[config.mk]
export PLATFORM = sky130hd
export DESIGN_NAME = rvCore
export DESIGN_NICKNAME = d
export VERILOG_FILES = /design/src/hw/isaPkg.sv /design/src/hw/ctrlPkg.sv /design/src/hw/coreIfs.sv /design/src/hw/regFile.sv /design/src/hw/controlDecode.sv /design/src/hw/executeUnit.sv /design/src/hw/resultWrite.sv /design/src/hw/rvCore.sv
export SDC_FILE = /design/constraint.sdc
export NUM_CORES = 2
export LEC_CHECK = 0
export BUFFER_PORTS_ARGS = -buffer_cell sky130_fd_sc_hd__buf_2
export CAP_MARGIN = 20
export CORE_MARGIN = 2
export CORE_UTILIZATION = 63
export DETAILED_ROUTE_END_ITERATION = 8
export PLACE_DENSITY = 0.82
export SETUP_SLACK_MARGIN = 0.1
export SLEW_MARGIN = 40
export SYNTH_ARGS = -nofsm -noshare
export SYNTH_HDL_FRONTEND = slang
export SYNTH_SLANG_ARGS = --single-unit
[constraint.sdc]
create_clock -name clk -period 9.4 [get_ports clk]
set_input_delay 0.94 -clock clk [delete_from_list [all_inputs] [get_ports clk]]
set_output_delay 0.94 -clock clk [all_outputs]
set_load 0.02 [all_outputs]
[src/hw/isaPkg.sv]
package isaPkg;

    typedef enum logic [6:0] {
        OP_BRANCH = 7'b1100011, // beq, bne
        OP_IMM    = 7'b0010011, // addi
        OP_REG    = 7'b0110011, // add, sub, and, xor
        OP_JAL    = 7'b1101111,
        OP_JALR   = 7'b1100111,
        OP_LUI    = 7'b0110111,
        OP_STORE  = 7'b0100011, // sb only
        OP_LOAD   = 7'b0000011  // lbu only
    } opcodeT;

    localparam logic [2:0] F3_ADDSUB = 3'b000;
    localparam logic [2:0] F3_XOR    = 3'b100;
    localparam logic [2:0] F3_AND    = 3'b111;
    localparam logic [2:0] F3_BEQ    = 3'b000;
    localparam logic [2:0] F3_BNE    = 3'b001;

    typedef struct packed {
        logic       signBit;   // bit 31, top of every immediate
        logic       funct7b5;  // bit 30, sub vs add
        logic [4:0] funct7Low;
        logic [4:0] rs2;
        logic [4:0] rs1;
        logic [2:0] funct3;
        logic [4:0] rd;
        opcodeT     opcode;
    } instrT;

    function automatic logic [31:0] immI(logic [31:0] w);
        return {{20{w[31]}}, w[31:20]};
    endfunction

    function automatic logic [31:0] immS(logic [31:0] w);
        return {{20{w[31]}}, w[31:25], w[11:7]};
    endfunction

    function automatic logic [31:0] immB(logic [31:0] w);
        return {{19{w[31]}}, w[31], w[7], w[30:25], w[11:8], 1'b0};
    endfunction

    function automatic logic [31:0] immJ(logic [31:0] w);
        return {{11{w[31]}}, w[31], w[19:12], w[20], w[30:21], 1'b0};
    endfunction

    function automatic logic [31:0] immU(logic [31:0] w);
        return {w[31:12], 12'h000};
    endfunction

endpackage

[src/hw/ctrlPkg.sv]
package ctrlPkg;

    typedef enum logic [2:0] {
        ALU_ADD = 3'b000,
        ALU_SUB = 3'b001,
        ALU_AND = 3'b010,
        ALU_XOR = 3'b100
    } aluOpT;

    typedef enum logic [1:0] {
        PC_NEXT   = 2'b00,
        PC_BRANCH = 2'b01, // pc-relative, branch or jal
        PC_JALR   = 2'b10
    } pcSrcT;

    typedef enum logic [1:0] {
        RES_ALU  = 2'b00,
        RES_MEM  = 2'b01,
        RES_LINK = 2'b10, // pc+4
        RES_IMM  = 2'b11  // lui
    } resultSrcT;

    typedef enum logic [2:0] {
        IMM_I = 3'b000,
        IMM_S = 3'b001,
        IMM_B = 3'b010,
        IMM_J = 3'b011,
        IMM_U = 3'b100
    } immSrcT;

    typedef struct packed {
        aluOpT     aluOp;
        logic      aluSrc;    // 1 selects the immediate
        pcSrcT     pcSrc;
        resultSrcT resultSrc;
        logic      memWrite;
        logic      regWrite;
        logic      isBranch;  // resolved in execute
        logic      branchNe;
        logic      byteAddr;
    } ctrlT;

    // retires with no side effect and pc+4
    localparam ctrlT CTRL_NOP = '{
        aluOp:     ALU_ADD,
        aluSrc:    1'b0,
        pcSrc:     PC_NEXT,
        resultSrc: RES_ALU,
        memWrite:  1'b0,
        regWrite:  1'b0,
        isBranch:  1'b0,
        branchNe:  1'b0,
        byteAddr:  1'b0
    };

endpackage

[src/hw/coreIfs.sv]
`timescale 1ns/100ps

interface decodeIf import ctrlPkg::*; ();
    logic        valid; // one-cycle pulse, execute always takes it
    ctrlT        ctrl;
    logic [31:0] pc;
    logic [31:0] rs1Val;
    logic [31:0] rs2Val;
    logic [31:0] imm;
    logic [4:0]  rd;

    modport src (output valid, ctrl, pc, rs1Val, rs2Val, imm, rd);
    modport dst (input valid, ctrl, pc, rs1Val, rs2Val, imm, rd);
endinterface

interface resultIf import ctrlPkg::*; ();
    logic        valid;
    logic        ready;
    ctrlT        ctrl;
    logic [31:0] pc;
    logic [4:0]  rd;
    logic [31:0] aluResult;
    logic [31:0] memData;   // lbu byte, zero-extended
    logic [31:0] imm;
    logic [31:0] target;
    logic        taken;

    modport src (output valid, ctrl, pc, rd, aluResult, memData, imm, target, taken,
                 input ready);
    modport dst (input valid, ctrl, pc, rd, aluResult, memData, imm, target, taken,
                 output ready);
endinterface

[src/hw/regFile.sv]
`timescale 1ns/100ps

module regFile (
    input  logic        clk,
    input  logic        arstN,
    input  logic [4:0]  rs1Addr,
    input  logic [4:0]  rs2Addr,
    input  logic        wrEn,
    input  logic [4:0]  wrAddr,
    input  logic [31:0] wrData,
    output logic [31:0] rs1Data,
    output logic [31:0] rs2Data
);

    logic [31:0] regs [32];

    always_ff @(posedge clk or negedge arstN)
    begin
        if (!arstN)
        begin
            for (int i = 0; i < 32; i++)
                regs[i] <= '0;
        end
        else if (wrEn && (wrAddr != 5'd0)) // x0 stays zero
        begin
            regs[wrAddr] <= wrData;
        end
    end

    // asynchronous read
    assign rs1Data = regs[rs1Addr];
    assign rs2Data = regs[rs2Addr];

endmodule

[src/hw/controlDecode.sv]
`timescale 1ns/100ps

module controlDecode import isaPkg::*, ctrlPkg::*; (
    input  logic        clk,
    input  logic        arstN,
    input  instrT       instr,
    input  logic        instrValid,
    output logic        instrReady,
    input  logic [31:0] fetchPc,
    output logic [4:0]  rs1Addr,
    output logic [4:0]  rs2Addr,
    input  logic [31:0] rs1Data,
    input  logic [31:0] rs2Data,
    input  logic        busy,
    decodeIf.src        dec
);

    ctrlT        ctrlNext;
    immSrcT      immSrc;
    logic [31:0] immNext;
    logic        accept;

    // dec.valid covers the one cycle before busy is seen from result stage
    assign instrReady = ~(busy | dec.valid);
    assign accept     = instrValid & instrReady;

    assign rs1Addr = instr.rs1;
    assign rs2Addr = instr.rs2;

    always_comb
    begin
        ctrlNext = CTRL_NOP; // unknown opcodes fall through as no-ops
        immSrc   = IMM_I;
        case (instr.opcode)
            OP_REG:
            begin
                ctrlNext.regWrite = 1'b1;
                case (instr.funct3)
                    F3_ADDSUB: ctrlNext.aluOp = instr.funct7b5 ? ALU_SUB : ALU_ADD;
                    F3_XOR:    ctrlNext.aluOp = ALU_XOR;
                    F3_AND:    ctrlNext.aluOp = ALU_AND;
                    default:   ctrlNext.aluOp = ALU_ADD;
                endcase
            end
            OP_IMM:
            begin
                ctrlNext.regWrite = 1'b1;
                ctrlNext.aluSrc   = 1'b1;
            end
            OP_BRANCH:
            begin
                ctrlNext.isBranch = 1'b1;
                ctrlNext.branchNe = (instr.funct3 == F3_BNE);
                ctrlNext.pcSrc    = PC_BRANCH; // taken only if compare agrees
                ctrlNext.aluOp    = ALU_SUB;
                immSrc            = IMM_B;
            end
            OP_JAL:
            begin
                ctrlNext.regWrite  = 1'b1;
                ctrlNext.resultSrc = RES_LINK;
                ctrlNext.pcSrc     = PC_BRANCH;
                immSrc             = IMM_J;
            end
            OP_JALR:
            begin
                ctrlNext.regWrite  = 1'b1;
                ctrlNext.aluSrc    = 1'b1; // rs1+imm through the ALU
                ctrlNext.resultSrc = RES_LINK;
                ctrlNext.pcSrc     = PC_JALR;
            end
            OP_LUI:
            begin
                ctrlNext.regWrite  = 1'b1;
                ctrlNext.resultSrc = RES_IMM;
                immSrc             = IMM_U;
            end
            OP_STORE:
            begin
                ctrlNext.aluSrc   = 1'b1;
                ctrlNext.memWrite = 1'b1;
                ctrlNext.byteAddr = 1'b1;
                immSrc            = IMM_S;
            end
            OP_LOAD:
            begin
                ctrlNext.regWrite  = 1'b1;
                ctrlNext.aluSrc    = 1'b1;
                ctrlNext.resultSrc = RES_MEM;
                ctrlNext.byteAddr  = 1'b1;
            end
            default: ;
        endcase
    end

    always_comb
    begin
        case (immSrc)
            IMM_S:   immNext = immS(instr);
            IMM_B:   immNext = immB(instr);
            IMM_J:   immNext = immJ(instr);
            IMM_U:   immNext = immU(instr);
            default: immNext = immI(instr);
        endcase
    end

    always_ff @(posedge clk or negedge arstN)
    begin
        if (!arstN)
            dec.valid <= 1'b0;
        else
            dec.valid <= accept; // single pulse per instruction
    end

    always_ff @(posedge clk)
    begin
        if (accept)
        begin
            dec.ctrl   <= ctrlNext;
            dec.pc     <= fetchPc;
            dec.rs1Val <= rs1Data;
            dec.rs2Val <= rs2Data;
            dec.imm    <= immNext;
            dec.rd     <= instr.rd;
        end
    end

endmodule

[src/hw/executeUnit.sv]
`timescale 1ns/100ps

module executeUnit import ctrlPkg::*; #(
    parameter int unsigned DMEM_BYTES = 256
) (
    input  logic clk,
    input  logic arstN,
    decodeIf.dst dec,
    resultIf.src res
);

    localparam int unsigned ADDR_W = $clog2(DMEM_BYTES);

    logic [7:0]        dmem [DMEM_BYTES];
    logic [31:0]       opB;
    logic [31:0]       aluOut;
    logic [ADDR_W-1:0] memAddr;
    logic              equal;
    logic              takenNext;
    logic [31:0]       targetNext;

    assign opB = dec.ctrl.aluSrc ? dec.imm : dec.rs2Val;

    always_comb
    begin
        case (dec.ctrl.aluOp)
            ALU_SUB: aluOut = dec.rs1Val - opB;
            ALU_AND: aluOut = dec.rs1Val & opB;
            ALU_XOR: aluOut = dec.rs1Val ^ opB;
            default: aluOut = dec.rs1Val + opB;
        endcase
    end

    assign equal   = (dec.rs1Val == dec.rs2Val);
    assign memAddr = ADDR_W'(aluOut % DMEM_BYTES); // wraps around the memory

    // branches need the compare, jumps are always taken
    assign takenNext  = dec.ctrl.isBranch ? (equal ^ dec.ctrl.branchNe)
                                          : (dec.ctrl.pcSrc != PC_NEXT);
    assign targetNext = (dec.ctrl.pcSrc == PC_JALR) ? (aluOut & ~32'd1)
                                                    : (dec.pc + dec.imm);

    always_ff @(posedge clk or negedge arstN)
    begin
        if (!arstN)
            res.valid <= 1'b0;
        else if (dec.valid)
            res.valid <= 1'b1;
        else if (res.ready)
            res.valid <= 1'b0; // handed to result stage
    end

    always_ff @(posedge clk)
    begin
        if (dec.valid)
        begin
            res.ctrl      <= dec.ctrl;
            res.pc        <= dec.pc;
            res.rd        <= dec.rd;
            res.aluResult <= aluOut;
            res.imm       <= dec.imm;
            res.taken     <= takenNext;
            res.target    <= targetNext;
            res.memData   <= {24'h000000, dmem[memAddr]}; // lbu
            if (dec.ctrl.memWrite && dec.ctrl.byteAddr)
                dmem[memAddr] <= dec.rs2Val[7:0]; // sb commits here
        end
    end

endmodule

[src/hw/resultWrite.sv]
`timescale 1ns/100ps

module resultWrite import ctrlPkg::*; #(
    parameter logic [31:0] RESET_PC = 32'h0000_0000
) (
    input  logic        clk,
    input  logic        arstN,
    resultIf.dst        res,
    output logic [31:0] fetchPc,
    output logic        busy,
    output logic        wrEn,
    output logic [4:0]  wrAddr,
    output logic [31:0] wrData,
    output logic        retireValid,
    input  logic        retireReady,
    output logic [31:0] retirePc,
    output logic        retireWe,
    output logic [4:0]  retireRd,
    output logic [31:0] retireData,
    output logic [31:0] retireNextPc
);

    logic [31:0] pc;
    logic [31:0] linkPc;
    logic [31:0] wbValue;
    logic        resFire;
    logic        retireFire;

    assign res.ready  = ~retireValid; // single retire slot
    assign resFire    = res.valid & res.ready;
    assign retireFire = retireValid & retireReady;
    assign linkPc     = res.pc + 32'd4;

    always_comb
    begin
        case (res.ctrl.resultSrc)
            RES_MEM:  wbValue = res.memData;
            RES_LINK: wbValue = linkPc;
            RES_IMM:  wbValue = res.imm;
            default:  wbValue = res.aluResult;
        endcase
    end

    always_ff @(posedge clk or negedge arstN)
    begin
        if (!arstN)
        begin
            retireValid <= 1'b0;
            pc          <= RESET_PC;
        end
        else if (retireFire)
        begin
            retireValid <= 1'b0;
            pc          <= retireNextPc;
        end
        else if (resFire)
        begin
            retireValid <= 1'b1;
        end
    end

    // held steady while retireReady is low
    always_ff @(posedge clk)
    begin
        if (resFire)
        begin
            retirePc     <= res.pc;
            retireWe     <= res.ctrl.regWrite;
            retireRd     <= res.rd;
            retireData   <= wbValue;
            retireNextPc <= res.taken ? res.target : linkPc;
        end
    end

    assign fetchPc = pc;
    assign busy    = res.valid | retireValid;
    assign wrEn    = retireFire & retireWe; // write lands with the retire
    assign wrAddr  = retireRd;
    assign wrData  = retireData;

endmodule

[src/hw/rvCore.sv]
`timescale 1ns/100ps

module rvCore #(
    parameter int unsigned DMEM_BYTES = 256,
    parameter logic [31:0] RESET_PC   = 32'h0000_0000
) (
    input  logic        clk,
    input  logic        arstN,
    output logic [31:0] fetchPc,
    input  logic [31:0] instr,
    input  logic        instrValid,
    output logic        instrReady,
    output logic        retireValid,
    input  logic        retireReady,
    output logic [31:0] retirePc,
    output logic        retireWe,
    output logic [4:0]  retireRd,
    output logic [31:0] retireData,
    output logic [31:0] retireNextPc
);

    logic [4:0]  rs1Addr;
    logic [4:0]  rs2Addr;
    logic [31:0] rs1Data;
    logic [31:0] rs2Data;
    logic        wrEn;
    logic [4:0]  wrAddr;
    logic [31:0] wrData;
    logic        busy;

    decodeIf decBus ();
    resultIf resBus ();

    regFile uRegFile (
        .clk     (clk),
        .arstN   (arstN),
        .rs1Addr (rs1Addr),
        .rs2Addr (rs2Addr),
        .wrEn    (wrEn),
        .wrAddr  (wrAddr),
        .wrData  (wrData),
        .rs1Data (rs1Data),
        .rs2Data (rs2Data)
    );

    controlDecode uDecode (
        .clk        (clk),
        .arstN      (arstN),
        .instr      (instr),
        .instrValid (instrValid),
        .instrReady (instrReady),
        .fetchPc    (fetchPc),
        .rs1Addr    (rs1Addr),
        .rs2Addr    (rs2Addr),
        .rs1Data    (rs1Data),
        .rs2Data    (rs2Data),
        .busy       (busy),
        .dec        (decBus.src)
    );

    executeUnit #(
        .DMEM_BYTES (DMEM_BYTES)
    ) uExecute (
        .clk   (clk),
        .arstN (arstN),
        .dec   (decBus.dst),
        .res   (resBus.src)
    );

    resultWrite #(
        .RESET_PC (RESET_PC)
    ) uResult (
        .clk          (clk),
        .arstN        (arstN),
        .res          (resBus.dst),
        .fetchPc      (fetchPc),
        .busy         (busy),
        .wrEn         (wrEn),
        .wrAddr       (wrAddr),
        .wrData       (wrData),
        .retireValid  (retireValid),
        .retireReady  (retireReady),
        .retirePc     (retirePc),
        .retireWe     (retireWe),
        .retireRd     (retireRd),
        .retireData   (retireData),
        .retireNextPc (retireNextPc)
    );

endmodule

==> flow_summary.yaml <==
critical_path:
  crit_start: "uDecode.dec.ctrl[10]"
  crit_cells: 18
  critPathMaxFanout: 161
  r2r_cells: 18
  cp_cell_sequence: "buf_4 -> inv_1 -> or3_1 -> nand2_1 -> xor2_1 -> ha_1 -> inv_1 -> or4_1 -> a32o_4 -> inv_6 -> buf_12 -> nor2_2 -> buf_4 -> nand3_1 -> a31oi_1 -> nor4_1 -> nand4_1 -> a21oi_1"
  critical_path_buf_inv_count: 6
  start_kind: "flop"
  endpoint_kind: "flop"
  path_class: "flop to flop"
  crit_slowest_cell: "or3_1"
  cp.arrival_ps: 8350
  crit_required_ps: 10220
  crit_family: "simple AND/OR/NAND/NOR gates"
  r2r-start: "uDecode.dec.ctrl[10]"
  critPathMaxStageDelay_ps: 770
synthesis:
  synth_top_family_by_area: "multiplexers"
  synth-simple-area-share_pct: 7.15
  netlist_area_mm2: 0.156
  synth_compound_gate_area_share_pct: 5.44
  synthMuxAreaShare_pct: 19.5
  synth_nets: 10600
  synth.distinct_cells: 88
  synth_fa_ha_area_share_pct: 0.795
  yosys_register_bits: 3500
  ys.flop_type: "edfxtp_1"
  yosysSeqAreaShare_pct: 63.9
  async_flop_share_pct: 30.3
  synth_edf_count: 2441
  synth_xor_area_share_pct: 0.817
  ys_warn_count: 0
  synthCells: 10500
  synth.avg_cell_area_um2: 14.9
floorplanning:
  num_io_pins: 172
  die_w_um: 502
  die-area_mm2: 0.252
  rows: 182
  die_h_um: 502
  start_util_pct: 63.4
  coreArea_mm2: 0.246
placed_design:
  port_buffers: 171
  place_area_mm2: 0.160
  place_ws_ps: 2220
  dp_hpwl_mm: 271
  gp_congestion: 0.970
min_path:
  min_path_type: "input pin to flop"
  min_from: "instr[31]"
  min_path_cells: 1
route:
  drc_errors: 0
  first_pass_iters: 7
  via_count: 98700
  wl_mm: 451
  wl_per_cell_um: 32.3
  ant_nets: 0
  drt_iter0_drc: 15400
  routed_via_density: 7.06
global_routing:
  grt_pass1_wl_mm: 655
  antenna_found_initial: 27
  gr-total-overflow: 0
  grt_pass1_vias: 97100
  grt_max_degree: 195
  grtUsageTotal_pct: 35.6
sta:
  fin_crit_sh_pct: 80.1
  final_max_slew_viol_count: 0
  fmax_mhz: 133
  hold_viol_final: 0
  finClkSkew_ps: 100
  rsz0062_at_grt: "false"
  finalWorstPathRequiredPeriod_ps: 7530
  finalSetupViolCount: 0
  worst_slew_pin_slew_ps: 959
  finalWorstSetupSlack_ps: 1870
  relSlewSlack_pct: 35.9
  tns_ps: 0
cells_and_area:
  multi_input_area_mm2: 0.0531
  finish.instance_area_mm2: 0.172
  layout_commonest_cell: "edfxtp_1"
  syn_to_final_growth_pct: 10.4
  regArea_mm2: 0.0998
  final_layout_size_suffix_gt1_share_pct: 27.5
  final_cell_mix: "edfxtp_1 (2441), nand2_1 (1465), mux2_2 (1173)"
  finalNetCount: 10500
  n_fill_cell: 15100
clock_tree:
  post_cts_resized: 0
  clkTransAtPathRegs_ps: 60
  cts_max_path_buffers: 4
  cts_made_buffers: 357
  clk_latency_ps: 1000
  cts_tree: "built"
  h-tree-depth: 5
  cts.sinks: 3500
  cts_root_buf: "clkbuf_16"
job:
  maxCapViolations: 0
pwr:
  peakVddDrop_mv: 0.406
  p_leak_nw: 65.2
  p_per_area_mw_per_mm2: 324
outcome:
  status: "complete, no violations"
## worst paths after layout
check | end | slack [ps]
max | uExecute.res.memData[5] | 1870
min | uDecode.dec.imm[31] | 210
max reg2reg | uExecute.res.memData[5] | 1870
min reg2reg | uRegFile.regs[1002] | 400
max in group asynchronous | uRegFile.regs[950] | 6500
min in group asynchronous | uRegFile.regs[522] | 500
## per-layer routing
metal	track usage [%]	share of wire [%]	up-vias
met5	0	0.015	-
met4	20.2	6.7	10
met3	8.92	12	1586
met2	55.3	47	7402
met1	46.1	34	49700
li1	-	-	39900
## power by group
part           internal [W]  switching (W)
Combinational       0.00676         0.0144
Clock               0.00833        0.00594
Sequential           0.0189        0.00144
Total                0.0340         0.0218
## cells in the mapped netlist, types with 8 or more instances
cell / count / area, µm²
nor3_1: 101 / 505
o21bai_1: 8 / 60.1
nor3b_1: 13 / 97.6
buf_2: 163 / 816
a21o_1: 40 / 300
nor2b_1: 14 / 87.6
a211oi_1: 49 / 368
nor2_1: 371 / 1390
xor2_1: 69 / 604
buf_6: 15 / 169
nand4_1: 67 / 419
dfrtp_1: 1059 / 26500
o211ai_1: 86 / 646
a311o_1: 9 / 90.1
edfxtp_1: 2441 / 73300
inv_1: 39 / 146
a22o_1: 25 / 219
a311oi_1: 175 / 1530
xnor2_1: 71 / 622
o22ai_1: 28 / 175
ha_1: 96 / 1200
a221oi_1: 22 / 193
mux2i_1: 107 / 1070
and2_1: 14 / 87.6
a21boi_0: 10 / 75.1
and3_1: 205 / 1280
o21a_1: 9 / 67.6
o21ai_1: 10 / 50.1
o21ai_0: 179 / 896
buf_1: 142 / 533
buf_4: 38 / 285
a41oi_1: 9 / 78.8
a31oi_1: 56 / 350
nand3_1: 199 / 996
nand2b_1: 19 / 119
mux2_2: 1173 / 13200
a21oi_1: 349 / 1750
a22oi_1: 127 / 953
clkbuf_1: 482 / 1810
mux4_2: 716 / 16100
or3_1: 8 / 50.1
nand2_1: 1503 / 5640
nor4_1: 38 / 238
## cell families (layout without fill, tap and decap cells)
kind of cell               Yosys count  count (layout)
buffers and inverters              885            1066
adders and majority gates           98              98
DFF                               3500            3500
and+or+nand+nor                   2582            2582
xor gates and xnor gates           142             142
other                                0               7
muxes                             1997            1997
AOI/OAI and AO/OA                 1265            1265
## through the flow
| stage | total power [W] | util, % | std cells | hold slack [ps] |
|---|---|---|---|---|
| 2_1_floorplan | 0.0336 | - | 10500 | 400 |
| 3_3_place_gp | 0.0400 | 64.8 | 13300 | 376 |
| 3_5_place_dp | 0.0408 | 65.1 | 13300 | 383 |
| 4_1_cts | 0.0550 | 69.8 | 13900 | 53.5 |
| 5_1_grt | 0.0575 | 70.0 | 14000 | 187 |
| 6_report | 0.0558 | 70.0 | 14000 | 209 |
## flip-flops by register name, summed over array words and instances (netlist names), 3 cells and up
signal	flops
uResult.fetchPc	32
uResult.retirePc	32
uRegFile.regs	1024
uExecute.res.aluResult	32
uExecute.dmem	2048
uDecode.dec.rd	5
uDecode.dec.rs1Val	32
uExecute.res.imm	32
uResult.retireRd	5
uExecute.res.rd	5
uResult.retireData	32
uExecute.res.pc	32
uExecute.res.target	32
uDecode.dec.ctrl	13
uDecode.dec.pc	32
uResult.retireNextPc	32
uExecute.res.ctrl	3
uDecode.dec.rs2Val	32
uDecode.dec.imm	32
uExecute.res.memData	8
## final cells by class
| class | instances | area share (%) |
|---|---|---|
| sequential | 3500 | 57.9 |
| timing repair buffer | 385 | 2.00 |
| multi-input combinational | 6084 | 30.8 |
| tap | 3312 | 2.40 |
| antenna | 7 | 0.0102 |
| inverter | 45 | 0.113 |
| clock buffer | 452 | 5.62 |
| clock inverter | 184 | 1.13 |
## repair_timing
action,in CTS,in global routing
endpoints found under the hold margin,0,11
setup endpoints to repair,0,0
setup buffers,0,0
hold buffers,0,1
## worst register-to-register path, stage by stage (launching register included)
cell      delay [ps]
edfxtp_1         320
buf_4            390
inv_1            400
or3_1            770
nand2_1          180
xor2_1            90
ha_1             370
inv_1             90
or4_1            540
a32o_4           500
inv_6            560
buf_12           710
nor2_2           280
buf_4            340
nand3_1          170
a31oi_1          130
nor4_1           730
nand4_1          550
a21oi_1          260
Note: power is estimated with default switching activity, not from simulation.
